<file path="config.mk">
export PLATFORM = sky130hd
export DESIGN_NAME = ctl_cmd_tracker
export DESIGN_NICKNAME = d
export VERILOG_FILES = /design/src/ctl_tracker_pkg.sv /design/src/ctl_cmd_intake.sv /design/src/ctl_cmd_issue.sv /design/src/ctl_cmd_store.sv /design/src/ctl_cmd_tracker.sv /design/src/ctl_list.sv
export VERILOG_INCLUDE_DIRS = /design/src /design/src/include
export SDC_FILE = /design/constraint.sdc
export NUM_CORES = 1
export LEC_CHECK = 0
export BUFFER_PORTS_ARGS = -buffer_cell sky130_fd_sc_hd__buf_2
export CAP_MARGIN = 20
export CORE_MARGIN = 10
export CORE_UTILIZATION = 46
export CTS_CLUSTER_SIZE = 40
export DETAILED_ROUTE_END_ITERATION = 10
export GPL_TIMING_DRIVEN = 0
export SKIP_LAST_GASP = 1
export SLEW_MARGIN = 5
export SYNTH_ARGS = -nofsm -noshare
export SYNTH_HDL_FRONTEND = slang
export SYNTH_SLANG_ARGS = --single-unit
export TNS_END_PERCENT = 50
</file>
<file path="constraint.sdc">
create_clock -name ctl_clk -period 2.9 [get_ports ctl_clk]
set_input_delay 0 -clock ctl_clk [delete_from_list [all_inputs] [get_ports ctl_clk]]
set_output_delay 0 -clock ctl_clk [all_outputs]
set_load 0.01 [all_outputs]
</file>
<file path="src/include/ctl_tracker_consts.svh">
`ifndef CTL_TRACKER_CONSTS_SVH
`define CTL_TRACKER_CONSTS_SVH

// number of command tags in flight
`define CTL_TRK_DEPTH 8

// tag id width
`define CTL_TRK_ID_WIDTH 3

// host command payload
`define CTL_TRK_PAYLOAD_WIDTH 16

`endif

</file>
<file path="src/ctl_tracker_pkg.sv">
`include "ctl_tracker_consts.svh"

package ctl_tracker_pkg;

    // tag as carried on both links
    typedef logic [`CTL_TRK_ID_WIDTH-1:0] ctl_id_t;

    // one bit per tag
    typedef logic [`CTL_TRK_DEPTH-1:0] ctl_id_vec_t;

    typedef logic [`CTL_TRK_PAYLOAD_WIDTH-1:0] ctl_payload_t;

    // host side handshake
    typedef enum logic {IN_IDLE, IN_ACK} intake_state_t;

    // memory side handshake
    typedef enum logic [1:0] {IS_IDLE, IS_REQ, IS_RELEASE} issue_state_t;

endpackage

</file>
<file path="src/ctl_cmd_intake.sv">
`timescale 1ns/1ps

module ctl_cmd_intake (
    input  logic                          ctl_clk,
    input  logic                          ctl_reset_n,
    input  logic                          cmd_req,
    input  ctl_tracker_pkg::ctl_payload_t cmd_payload,
    input  logic                          free_valid,
    input  ctl_tracker_pkg::ctl_id_t      free_id,
    output logic                          cmd_ack,
    output ctl_tracker_pkg::ctl_id_t      cmd_id,
    output logic                          free_get,
    output logic                          order_put,
    output ctl_tracker_pkg::ctl_id_t      order_put_id,
    output logic                          store_we,
    output ctl_tracker_pkg::ctl_id_t      store_wr_id,
    output ctl_tracker_pkg::ctl_payload_t store_wr_data
);

    import ctl_tracker_pkg::*;

    intake_state_t state;
    logic          accept;

    // take a command only when a tag is on hand
    assign accept = (state == IN_IDLE) && cmd_req && free_valid;

    // allocation, payload write and queueing all happen on the accept cycle
    assign free_get      = accept;
    assign order_put     = accept;
    assign order_put_id  = free_id;
    assign store_we      = accept;
    assign store_wr_id   = free_id;
    assign store_wr_data = cmd_payload;

    assign cmd_ack = (state == IN_ACK);

    always_ff @(posedge ctl_clk or negedge ctl_reset_n)
    begin
        if (!ctl_reset_n)
        begin
            state <= IN_IDLE;
        end
        else
        begin
            case (state)
                IN_IDLE:
                begin
                    if (accept)
                    begin
                        state <= IN_ACK;
                    end
                end
                IN_ACK:
                begin
                    // host released req, drop ack
                    if (!cmd_req)
                    begin
                        state <= IN_IDLE;
                    end
                end
            endcase
        end
    end

    // tag returned to host, held for the whole ack phase
    always_ff @(posedge ctl_clk)
    begin
        if (accept)
        begin
            cmd_id <= free_id;
        end
    end

endmodule

</file>
<file path="src/ctl_cmd_issue.sv">
`timescale 1ns/1ps

module ctl_cmd_issue (
    input  logic                          ctl_clk,
    input  logic                          ctl_reset_n,
    input  logic                          order_valid,
    input  ctl_tracker_pkg::ctl_id_t      order_id,
    input  ctl_tracker_pkg::ctl_payload_t rd_data,
    input  logic                          mem_ack,
    output logic                          order_get,
    output logic                          free_put,
    output ctl_tracker_pkg::ctl_id_t      free_put_id,
    output logic                          mem_req,
    output ctl_tracker_pkg::ctl_id_t      mem_id,
    output ctl_tracker_pkg::ctl_payload_t mem_payload
);

    import ctl_tracker_pkg::*;

    issue_state_t state;
    logic         load;
    logic         done;

    // oldest pending command gets picked up from idle
    assign load = (state == IS_IDLE) && order_valid;

    // completion retires the head and recycles its tag
    assign done = (state == IS_REQ) && mem_ack;

    assign order_get   = done;
    assign free_put    = done;
    assign free_put_id = mem_id;
    assign mem_req     = (state == IS_REQ);

    always_ff @(posedge ctl_clk or negedge ctl_reset_n)
    begin
        if (!ctl_reset_n)
        begin
            state <= IS_IDLE;
        end
        else
        begin
            case (state)
                IS_IDLE:
                begin
                    if (load)
                    begin
                        state <= IS_REQ;
                    end
                end
                IS_REQ:
                begin
                    if (done)
                    begin
                        state <= IS_RELEASE;
                    end
                end
                IS_RELEASE:
                begin
                    // wait for memory side to drop ack
                    if (!mem_ack)
                    begin
                        state <= IS_IDLE;
                    end
                end
                default:
                begin
                    state <= IS_IDLE;
                end
            endcase
        end
    end

    // held stable while mem_req is up
    always_ff @(posedge ctl_clk)
    begin
        if (load)
        begin
            mem_id      <= order_id;
            mem_payload <= rd_data;
        end
    end

endmodule

</file>
<file path="src/ctl_cmd_store.sv">
`timescale 1ns/1ps
`include "ctl_tracker_consts.svh"

module ctl_cmd_store (
    input  logic                          ctl_clk,
    input  logic                          ctl_reset_n,
    input  logic                          store_we,
    input  ctl_tracker_pkg::ctl_id_t      store_wr_id,
    input  ctl_tracker_pkg::ctl_payload_t store_wr_data,
    input  ctl_tracker_pkg::ctl_id_vec_t  rd_sel,
    output ctl_tracker_pkg::ctl_payload_t rd_data
);

    import ctl_tracker_pkg::*;

    // one entry per tag
    ctl_payload_t payload_reg [`CTL_TRK_DEPTH];

    always_ff @(posedge ctl_clk or negedge ctl_reset_n)
    begin
        if (!ctl_reset_n)
        begin
            for (int i = 0; i < `CTL_TRK_DEPTH; i++)
            begin
                payload_reg[i] <= '0;
            end
        end
        else if (store_we)
        begin
            payload_reg[store_wr_id] <= store_wr_data;
        end
    end

    // and-or mux on the one-hot select, zero when nothing selected
    always_comb
    begin
        rd_data = '0;
        for (int i = 0; i < `CTL_TRK_DEPTH; i++)
        begin
            rd_data = rd_data | ({`CTL_TRK_PAYLOAD_WIDTH{rd_sel[i]}} & payload_reg[i]);
        end
    end

endmodule

</file>
<file path="src/ctl_cmd_tracker.sv">
`timescale 1ns/1ps
`include "ctl_tracker_consts.svh"

module ctl_cmd_tracker (
    input  logic                          ctl_clk,
    input  logic                          ctl_reset_n,
    input  logic                          cmd_req,
    input  ctl_tracker_pkg::ctl_payload_t cmd_payload,
    input  logic                          mem_ack,
    output logic                          cmd_ack,
    output ctl_tracker_pkg::ctl_id_t      cmd_id,
    output logic                          mem_req,
    output ctl_tracker_pkg::ctl_id_t      mem_id,
    output ctl_tracker_pkg::ctl_payload_t mem_payload
);

    import ctl_tracker_pkg::*;

    logic         free_valid;
    ctl_id_t      free_id;
    logic         free_get;
    logic         free_put;
    ctl_id_t      free_put_id;
    logic         order_valid;
    ctl_id_t      order_id;
    ctl_id_vec_t  order_vec;
    logic         order_get;
    logic         order_put;
    ctl_id_t      order_put_id;
    logic         store_we;
    ctl_id_t      store_wr_id;
    ctl_payload_t store_wr_data;
    ctl_payload_t rd_data;

    // tag count bounds both lists so neither needs its ready output
    ctl_list #(
        .CTL_LIST_DEPTH           (`CTL_TRK_DEPTH),
        .CTL_LIST_WIDTH           (`CTL_TRK_ID_WIDTH),
        .CTL_LIST_INIT_VALUE_TYPE ("INCR"),
        .CTL_LIST_INIT_VALID      ("VALID")
    ) u_free_list (
        .ctl_clk                  (ctl_clk),
        .ctl_reset_n              (ctl_reset_n),
        .list_get                 (free_get),
        .list_put                 (free_put),
        .list_put_entry_id        (free_put_id),
        .list_get_entry_valid     (free_valid),
        .list_get_entry_id        (free_id),
        .list_get_entry_id_vector (),
        .list_put_entry_ready     ()
    );

    // acceptance order of outstanding tags
    ctl_list #(
        .CTL_LIST_DEPTH           (`CTL_TRK_DEPTH),
        .CTL_LIST_WIDTH           (`CTL_TRK_ID_WIDTH),
        .CTL_LIST_INIT_VALUE_TYPE ("ZERO"),
        .CTL_LIST_INIT_VALID      ("INVALID")
    ) u_order_list (
        .ctl_clk                  (ctl_clk),
        .ctl_reset_n              (ctl_reset_n),
        .list_get                 (order_get),
        .list_put                 (order_put),
        .list_put_entry_id        (order_put_id),
        .list_get_entry_valid     (order_valid),
        .list_get_entry_id        (order_id),
        .list_get_entry_id_vector (order_vec),
        .list_put_entry_ready     ()
    );

    ctl_cmd_intake u_intake (
        .ctl_clk       (ctl_clk),
        .ctl_reset_n   (ctl_reset_n),
        .cmd_req       (cmd_req),
        .cmd_payload   (cmd_payload),
        .free_valid    (free_valid),
        .free_id       (free_id),
        .cmd_ack       (cmd_ack),
        .cmd_id        (cmd_id),
        .free_get      (free_get),
        .order_put     (order_put),
        .order_put_id  (order_put_id),
        .store_we      (store_we),
        .store_wr_id   (store_wr_id),
        .store_wr_data (store_wr_data)
    );

    ctl_cmd_store u_store (
        .ctl_clk       (ctl_clk),
        .ctl_reset_n   (ctl_reset_n),
        .store_we      (store_we),
        .store_wr_id   (store_wr_id),
        .store_wr_data (store_wr_data),
        .rd_sel        (order_vec),
        .rd_data       (rd_data)
    );

    ctl_cmd_issue u_issue (
        .ctl_clk       (ctl_clk),
        .ctl_reset_n   (ctl_reset_n),
        .order_valid   (order_valid),
        .order_id      (order_id),
        .rd_data       (rd_data),
        .mem_ack       (mem_ack),
        .order_get     (order_get),
        .free_put      (free_put),
        .free_put_id   (free_put_id),
        .mem_req       (mem_req),
        .mem_id        (mem_id),
        .mem_payload   (mem_payload)
    );

endmodule

</file>
<file path="src/ctl_list.sv">
`timescale 1ns/1ps
`include "ctl_tracker_consts.svh"

module ctl_list #(
    parameter int CTL_LIST_DEPTH           = `CTL_TRK_DEPTH,
    parameter int CTL_LIST_WIDTH           = `CTL_TRK_ID_WIDTH,
    parameter     CTL_LIST_INIT_VALUE_TYPE = "INCR",
    parameter     CTL_LIST_INIT_VALID      = "VALID"
) (
    input  logic                         ctl_clk,
    input  logic                         ctl_reset_n,
    input  logic                         list_get,
    input  logic                         list_put,
    input  ctl_tracker_pkg::ctl_id_t     list_put_entry_id,
    output logic                         list_get_entry_valid,
    output ctl_tracker_pkg::ctl_id_t     list_get_entry_id,
    output ctl_tracker_pkg::ctl_id_vec_t list_get_entry_id_vector,
    output logic                         list_put_entry_ready
);

    // slot 0 is the head
    logic [CTL_LIST_WIDTH-1:0] list_id [CTL_LIST_DEPTH];
    logic [CTL_LIST_DEPTH-1:0] list_v;
    logic [CTL_LIST_DEPTH-1:0] list_vector;

    function automatic logic [CTL_LIST_DEPTH-1:0] one_hot(
        input logic [CTL_LIST_WIDTH-1:0] id
    );
        logic [CTL_LIST_DEPTH-1:0] vec;
        vec     = '0;
        vec[id] = 1'b1;
        return vec;
    endfunction

    assign list_get_entry_valid     = list_v[0];
    assign list_get_entry_id        = list_id[0];
    assign list_get_entry_id_vector = list_vector;
    assign list_put_entry_ready     = ~list_v[CTL_LIST_DEPTH-1];

    always_ff @(posedge ctl_clk or negedge ctl_reset_n)
    begin
        if (!ctl_reset_n)
        begin
            for (int i = 0; i < CTL_LIST_DEPTH; i++)
            begin
                if (CTL_LIST_INIT_VALUE_TYPE == "INCR")
                begin
                    list_id[i] <= CTL_LIST_WIDTH'(i);
                end
                else
                begin
                    list_id[i] <= '0;
                end
                list_v[i] <= (CTL_LIST_INIT_VALID == "VALID");
            end
            // a prefilled list has entry zero at the head
            list_vector <= (CTL_LIST_INIT_VALID == "VALID") ? one_hot('0) : '0;
        end
        else if (list_get && list_put)
        begin
            // shift toward head, then the put lands one slot below the old tail
            for (int i = 1; i < CTL_LIST_DEPTH; i++)
            begin
                list_v[i-1]  <= list_v[i];
                list_id[i-1] <= list_id[i];
            end
            list_v[CTL_LIST_DEPTH-1] <= 1'b0;
            for (int i = 1; i < CTL_LIST_DEPTH; i++)
            begin
                if (list_v[i-1] && !list_v[i])
                begin
                    list_v[i-1]  <= 1'b1;
                    list_id[i-1] <= list_put_entry_id;
                end
            end
            if (!list_v[0])
            begin
                list_v[0]  <= 1'b1;
                list_id[0] <= list_put_entry_id;
            end
            // full list keeps its tail slot for the new entry
            if (list_v[CTL_LIST_DEPTH-1])
            begin
                list_v[CTL_LIST_DEPTH-1]  <= 1'b1;
                list_id[CTL_LIST_DEPTH-1] <= list_put_entry_id;
            end
            list_vector <= list_v[1] ? one_hot(list_id[1]) : one_hot(list_put_entry_id);
        end
        else if (list_get)
        begin
            for (int i = 1; i < CTL_LIST_DEPTH; i++)
            begin
                list_v[i-1]  <= list_v[i];
                list_id[i-1] <= list_id[i];
            end
            list_v[CTL_LIST_DEPTH-1] <= 1'b0;
            list_vector <= list_v[1] ? one_hot(list_id[1]) : '0;
        end
        else if (list_put)
        begin
            // first empty slot takes the entry
            if (!list_v[0])
            begin
                list_v[0]   <= 1'b1;
                list_id[0]  <= list_put_entry_id;
                list_vector <= one_hot(list_put_entry_id);
            end
            for (int i = 1; i < CTL_LIST_DEPTH; i++)
            begin
                if (list_v[i-1] && !list_v[i])
                begin
                    list_v[i]  <= 1'b1;
                    list_id[i] <= list_put_entry_id;
                end
            end
        end
    end

endmodule

</file>
==> flow_metrics.tcl, run 1 <==
set metrics [dict create \
    status "completed" \
    largest_reg_flops 128 \
    grt_pass1_vias 7687 \
    use_met1_pct 27.97 \
    htreeDepth 1 \
    seq_area_sq_um 5766 \
    yosysTopAreaCell "dfrtp_1" \
    grt_antenna_before_repair 0 \
    wl_per_cell_um 22.57 \
    crit_fanout 10 \
    ys_warn_count 0 \
    dr.pass1.iters 5 \
    synth_cell_types 48 \
    finalNonFillerCells 1268 \
    fin_setup_tns_ns 0 \
    synth_top_cell_area_share_pct 42.89 \
    initial_core_util_pct 47.02 \
    stdcell_area_sq_um 12420 \
    required_ns 3.32 \
    synthCells 867 \
    antenna-diode-count 0 \
    maxSlewViolCount 0 \
    syn_area_sq_um 10680 \
    fin_ws_ns 0.1504 \
    cts_tree "yes" \
    ir_drop_uv 627.9 \
    period_share_pct 94.81 \
    r2r_setup_slack_ns 0.15 \
    pwr_density_cell_nw_per_um2 1082 \
    setup_viol 0 \
    grt_overflow_total 0 \
    die_h_um 172.4 \
    fin_hold_ws_ns 0.1072 \
    start_kind "register" \
    fillers 1944 \
    place_hpwl_um 18490 \
    core_area_sq_um 22710 \
    synth_edf_count 22 \
    hold_violations 0 \
    synth.most_common_cell "dfrtp_1" \
    clk_path_buf_depth 3 \
    path_class "register to register" \
    grtUsageMet2_pct 30.15 \
    min_path_type "primary input to asynchronous set/reset pin" \
    pre_cts_ws_ns -0.3881 \
    vias 7654 \
    syn_nets 890 \
    multi_input_area_sq_um 4563 \
    grt_pass1_wl_um 45200 \
    drive_above_1_share_pct 31.64 \
    layout.nets 987 \
    path_clk_slew_ns 0.06 \
    grt.met3_usage_pct 3.124 \
    synth.avg_cell_area_sq_um 12.32 \
    p_total_mw 13.44 \
    wl_um 28620 \
    grt_most_used_layer "met2" \
    layout_min_cycle_time_ns 2.750 \
    route.detailed.drc 0 \
    synth-seq-cells 225 \
    vias_per_cell 6.036 \
    worstPathArrival_ns 3.16 \
    ys.flop_type "dfrtp_1" \
    syn_to_final_growth_pct 16.35 \
    power_leakage_nw 5.638 \
    finClkSkew_ns 0.02016 \
    dpl_cell_area_sq_um 11310 \
    ys_async_sr_fraction_pct 90.22 \
    synth.area.top_cells "dfrtp_1 43%, mux2_2 15%, edfxtp_1 6.2%" \
    fp-row-count 55 \
    drtAntennaViolNets 0 \
    io_buffers 43 \
    grt_max_degree 108 \
    io_pins 44 \
    cts-buffers-inserted 26 \
    worstMarginPinSlew_ns 0.8882 \
    cts_sinks 225 \
    fmax_mhz 363.7 \
    rsz0062_at_grt "false" \
    globalplace.congestion 0.8416 \
    fin_util_pct 54.71 \
    yosysSeqAreaShare_pct 54.00 \
    dp_cells 1198 \
    drt_iter0_markers 651 \
    synthTopCellsByCount "183 x dfrtp_1, 139 x mux2_2, 66 x a22oi_1" \
    crit_path_end_kind "register" \
    grt.total_usage_pct 19.32 \
    clock_latency_ns 0.53 \
    max_slew_margin_pct 40.79 \
    cts-root-buf "clkbuf_16" \
    die_width_um 172.4 \
    drv_cap 0 \
    die-area_sq_um 29710 \
]
[path summary, 6_finish.rpt]
check | start | to | cells past startpoint
setup reg to reg | u_issue.state[1] | u_order_list.list_v[6] | 8
min in group ctl_clk | mem_ack | u_issue.state[0] | 3
hold / removal | ctl_reset_n | u_store.payload_reg[100] | 2
setup / recovery | u_issue.state[1] | u_order_list.list_v[6] | 8
max in group asynchronous | ctl_reset_n | u_store.payload_reg[6] | 3
hold reg to reg | u_order_list.list_get_entry_id[1] | u_issue.free_put_id[1] | 0
[metal layers]
| metal | up-vias | routed length, um |
|---|---|---|
| met3 | 28 | 1528 |
| met4 | 0 | 337 |
| met5 | - | 0 |
| li1 | 3465 | - |
| met1 | 3947 | 13500 |
| met2 | 214 | 13250 |
[kinds of logic (layout without fill, tap and decap cells)]
kind of cell,count (synthesis),count (layout),share of synthesized area [%]
flip-flops,225,225,54.00
AO/OA/AOI/OAI,210,210,15.09
multiplexers,191,191,20.00
AND/OR/NAND/NOR,149,149,7.101
buffers and inverters,89,205,3.457
adder cells (fa/ha/maj),3,3,0.3516
[critical path: stages (launching register included)]
cell,delay (ns)
dfrtp_1,0.40
nand3b_1,0.24
buf_2,0.30
buf_2,0.34
ha_1,0.23
clkbuf_1,0.43
clkbuf_2,0.40
a21oi_1,0.09
o22a_1,0.20
[layout by cell type, fill, tap and decap left out, types with 3 or more instances in the layout]
master,count
dfrtp_1,183
mux2_2,139
a22oi_1,66
buf_2,58
nor2_1,56
mux2i_1,42
clkbuf_1,37
a21oi_1,28
nand2_1,27
a211oi_1,26
clkbuf_16,26
nand2b_1,22
edfxtp_1,22
a211o_1,20
dfstp_2,20
dlygate4sd3_1,19
inv_1,18
nand4_1,16
o32a_1,16
buf_4,12
o22a_1,12
clkbuf_2,11
mux2_4,10
o221ai_1,9
clkbuf_8,8
a221o_1,7
o21ai_0,6
nand3_1,6
a32oi_1,6
clkinv_2,6
o21a_1,5
or3_1,3
nor2_2,3
ha_1,3
[layout make-up]
type / instances / area share, %
sequential: 225 / 46.41
timing repair buffer: 72 / 4.139
clock inverter: 9 / 0.5237
inverter: 18 / 0.5439
tap: 285 / 2.870
buffer: 68 / 2.538
clock buffer: 38 / 6.244
multi-input combinational: 553 / 36.73
[power by group]
group          switching, mW  internal (mW)  total (mW)  leakage, nW
registers              0.814           4.75        5.56         2.66
clock network           1.31           1.86        3.16        0.419
logic                   2.57           2.14        4.72         2.56
[repair_timing]
action	CTS	global route
setup endpoints to repair	71	70
resized for setup	13	14
setup buffers	0	7
hold buffers	19	0
cloned	0	0
endpoints found under the hold margin	227	0
pin swaps	0	1
No activity file was read; power rests on OpenSTA's default activity.
==> run 2, diff against run 1 <==
- REMOVE_ABC_BUFFERS: not set -> 1
- clock period: 2.9 -> 3.56 ns (I/O delays scaled with it)
==> run 2 against run 1 <==
Net effect:
- sequential share of layout area rose by 0.43 points
- wire length fell by 9.0%
- hold slack got worse by 0.070 ns
- clock skew fell by 0.0092 ns
- count of clock-buffer cells in the layout fell by 9
- global-route usage fell by 1.9 points
- setup slack improved by 0.095 ns
- sequential cell count did not move
- core utilization fell by 0.51 points
- power fell by 18%
- combinational power fell by 34%
- design area fell by 0.93%
- critical endpoint is now u_free_list.list_id[15]
- largest power group unchanged
==> flow_metrics.tcl, run 2 (synthesis gave the netlist of run 1 again) <==
set metrics [dict create \
    grt_max_degree 119 \
    fin_hold_ws_ns 0.03728 \
    setup_viol 0 \
    worstPathArrival_ns 3.72 \
    path_cells "nand3b_1, buf_8, buf_8, ha_2, buf_16, nand2b_2, nor2_1, a211o_1" \
    cts_setup_buffers 0 \
    finClkSkew_ns 0.01095 \
    dr.pass1.iters 5 \
    layout_min_cycle_time_ns 3.315 \
    pwr_density_cell_nw_per_um2 893.5 \
    cpMostUsedCell "buf_8" \
    path_class "register to register" \
    layout.nets 922 \
    die_h_um 172.4 \
    largest_reg_flops 128 \
    cts_sinks 225 \
    grt.total_usage_pct 17.45 \
    grt_pass1_vias 7657 \
    cts-buffers-inserted 25 \
    path_clk_slew_ns 0.06 \
    die_width_um 172.4 \
    drv_cap 0 \
    clock_latency_ns 0.53 \
    p_clk_share_pct 25.6 \
    r2r-start "u_issue.state[0]" \
    grt_overflow_total 0 \
    status "completed" \
    fp-row-count 55 \
    maxSlewViolCount 0 \
    io_pins 44 \
    die-area_sq_um 29710 \
    vias_per_cell 6.110 \
    power_leakage_nw 5.541 \
    p_switching_mw 3.708 \
    route.detailed.drc 0 \
    ir_drop_uv 514.5 \
    initial_core_util_pct 47.02 \
    start_kind "register" \
    syn_to_final_growth_pct 15.27 \
    wl_um 26040 \
    grt_pass1_wl_um 41430 \
    clk_path_buf_depth 3 \
    setup.worst_path.start "u_issue.state[0]" \
    period_share_pct 93.12 \
    crit_fanout 31 \
    drive_above_1_share_pct 30.94 \
    io_buffers 43 \
    required_ns 3.97 \
    crit_path_end_kind "register" \
    rsz0062_at_grt "true" \
    hold_violations 0 \
    cts-root-buf "clkbuf_16" \
    fmax_mhz 301.7 \
    worstMarginPinSlew_ns 1.031 \
    fin_setup_tns_ns 0 \
    grt_antenna_before_repair 0 \
    intPower_mw 7.289 \
    final_cell_mix "183 x dfrtp_1, 139 x mux2_2, 66 x a22oi_1" \
    swShare_pct 33.72 \
    vias 7350 \
    min_path_type "primary input to asynchronous set/reset pin" \
    max_slew_margin_pct 31.09 \
    antenna-diode-count 0 \
    critPathMaxStageDelay_ns 0.59 \
    htreeDepth 1 \
    globalplace.congestion 0.7557 \
    core_area_sq_um 22710 \
    wl_per_cell_um 21.64 \
    place_hpwl_um 15570 \
    drt_iter0_markers 610 \
    slowest_stage "ha_2" \
    power_frac_seq_pct 46.0 \
    cts_tree "yes" \
    p_comb_share_pct 28.4 \
    final_common_cell "dfrtp_1" \
    drtAntennaViolNets 0 \
]
-- run 2: changes by cell type in the layout (fill, tap and decap cells not counted), sizes merged --
cell	previous run	this run
clkbuf	83	29
bufinv	0	5
clkinv	7	10
buf	76	57
-- run 2: per-layer routing --
metal  GRT usage [%]  share of wire (%)  vias up
met5               0                  0        -
met4           5.097                1.8        0
met3           2.668                4.7       43
met2           28.54                 48      196
met1           23.44                 46     3791
li1                -                  -     3320
-- run 2: power groups by stage --
| stage | clock, mW | combinational (mW) | sequential [mW] |
|---|---|---|---|
| 6_report | 2.82 | 3.12 | 5.06 |
| 3_5_place_dp | 0 | 3.09 | 5.07 |
| 2_1_floorplan | 0 | 2.26 | 4.64 |
| 5_1_grt | 2.98 | 3.44 | 5.20 |
| 4_1_cts | 2.87 | 3.13 | 5.04 |
| 3_3_place_gp | 0 | 2.90 | 4.98 |
-- run 2: stage by stage --
stage                     utilization (%)  cells  instance area (sq um)  power, mW  setup slack [ns]
after detailed placement            49.05   1135                  11140      8.157           -0.3083
after CTS                           53.93   1200                  12250      11.04           0.09214
final                               54.20   1203                  12310      11.00            0.2450
after global routing                54.20   1203                  12310      11.62          -0.05944
after floorplan                         -    796                  10380      6.903           -0.5355
after global placement              48.21   1124                  10950      7.881            -1.993
-- run 2: timing repair --
item / CTS / global route
endpoints found under the hold margin: 216 / 0
resized for setup: 2 / 1
setup endpoints to repair: 39 / 37
hold buffers: 19 / 0
-- run 2: cell type report --
cell class              instances  area (sq um)
clock inverters                17         225.2
multi-input cells             553          4568
flip-flops and latches        225          5766
fillers                      1874         10400
repair buffers                 76         644.4
inverters                      18         67.56
clock buffers                  29         680.7
well taps                     285         356.6
-- run 2: path summary, 6_finish.rpt --
check                                          end  cells past startpoint  slack, ns
setup / recovery           u_free_list.list_id[15]                      8       0.25
hold / removal             u_order_list.list_id[0]                      2       0.04
setup reg to reg           u_free_list.list_id[15]                      8       0.25
hold reg to reg             u_issue.free_put_id[1]                      0       0.45
max in group asynchronous  u_store.payload_reg[63]                      3       2.48
min in group ctl_clk              u_issue.state[0]                      3       0.22
-- run 2: worst max-delay path: cells and delay by family (launching register included) --
kind,cells,cell delay [ns]
compound gates,1,0.31
simple gates,3,1.19
buf+inv,3,0.68
flops,1,0.40
fa+ha+maj,1,0.59
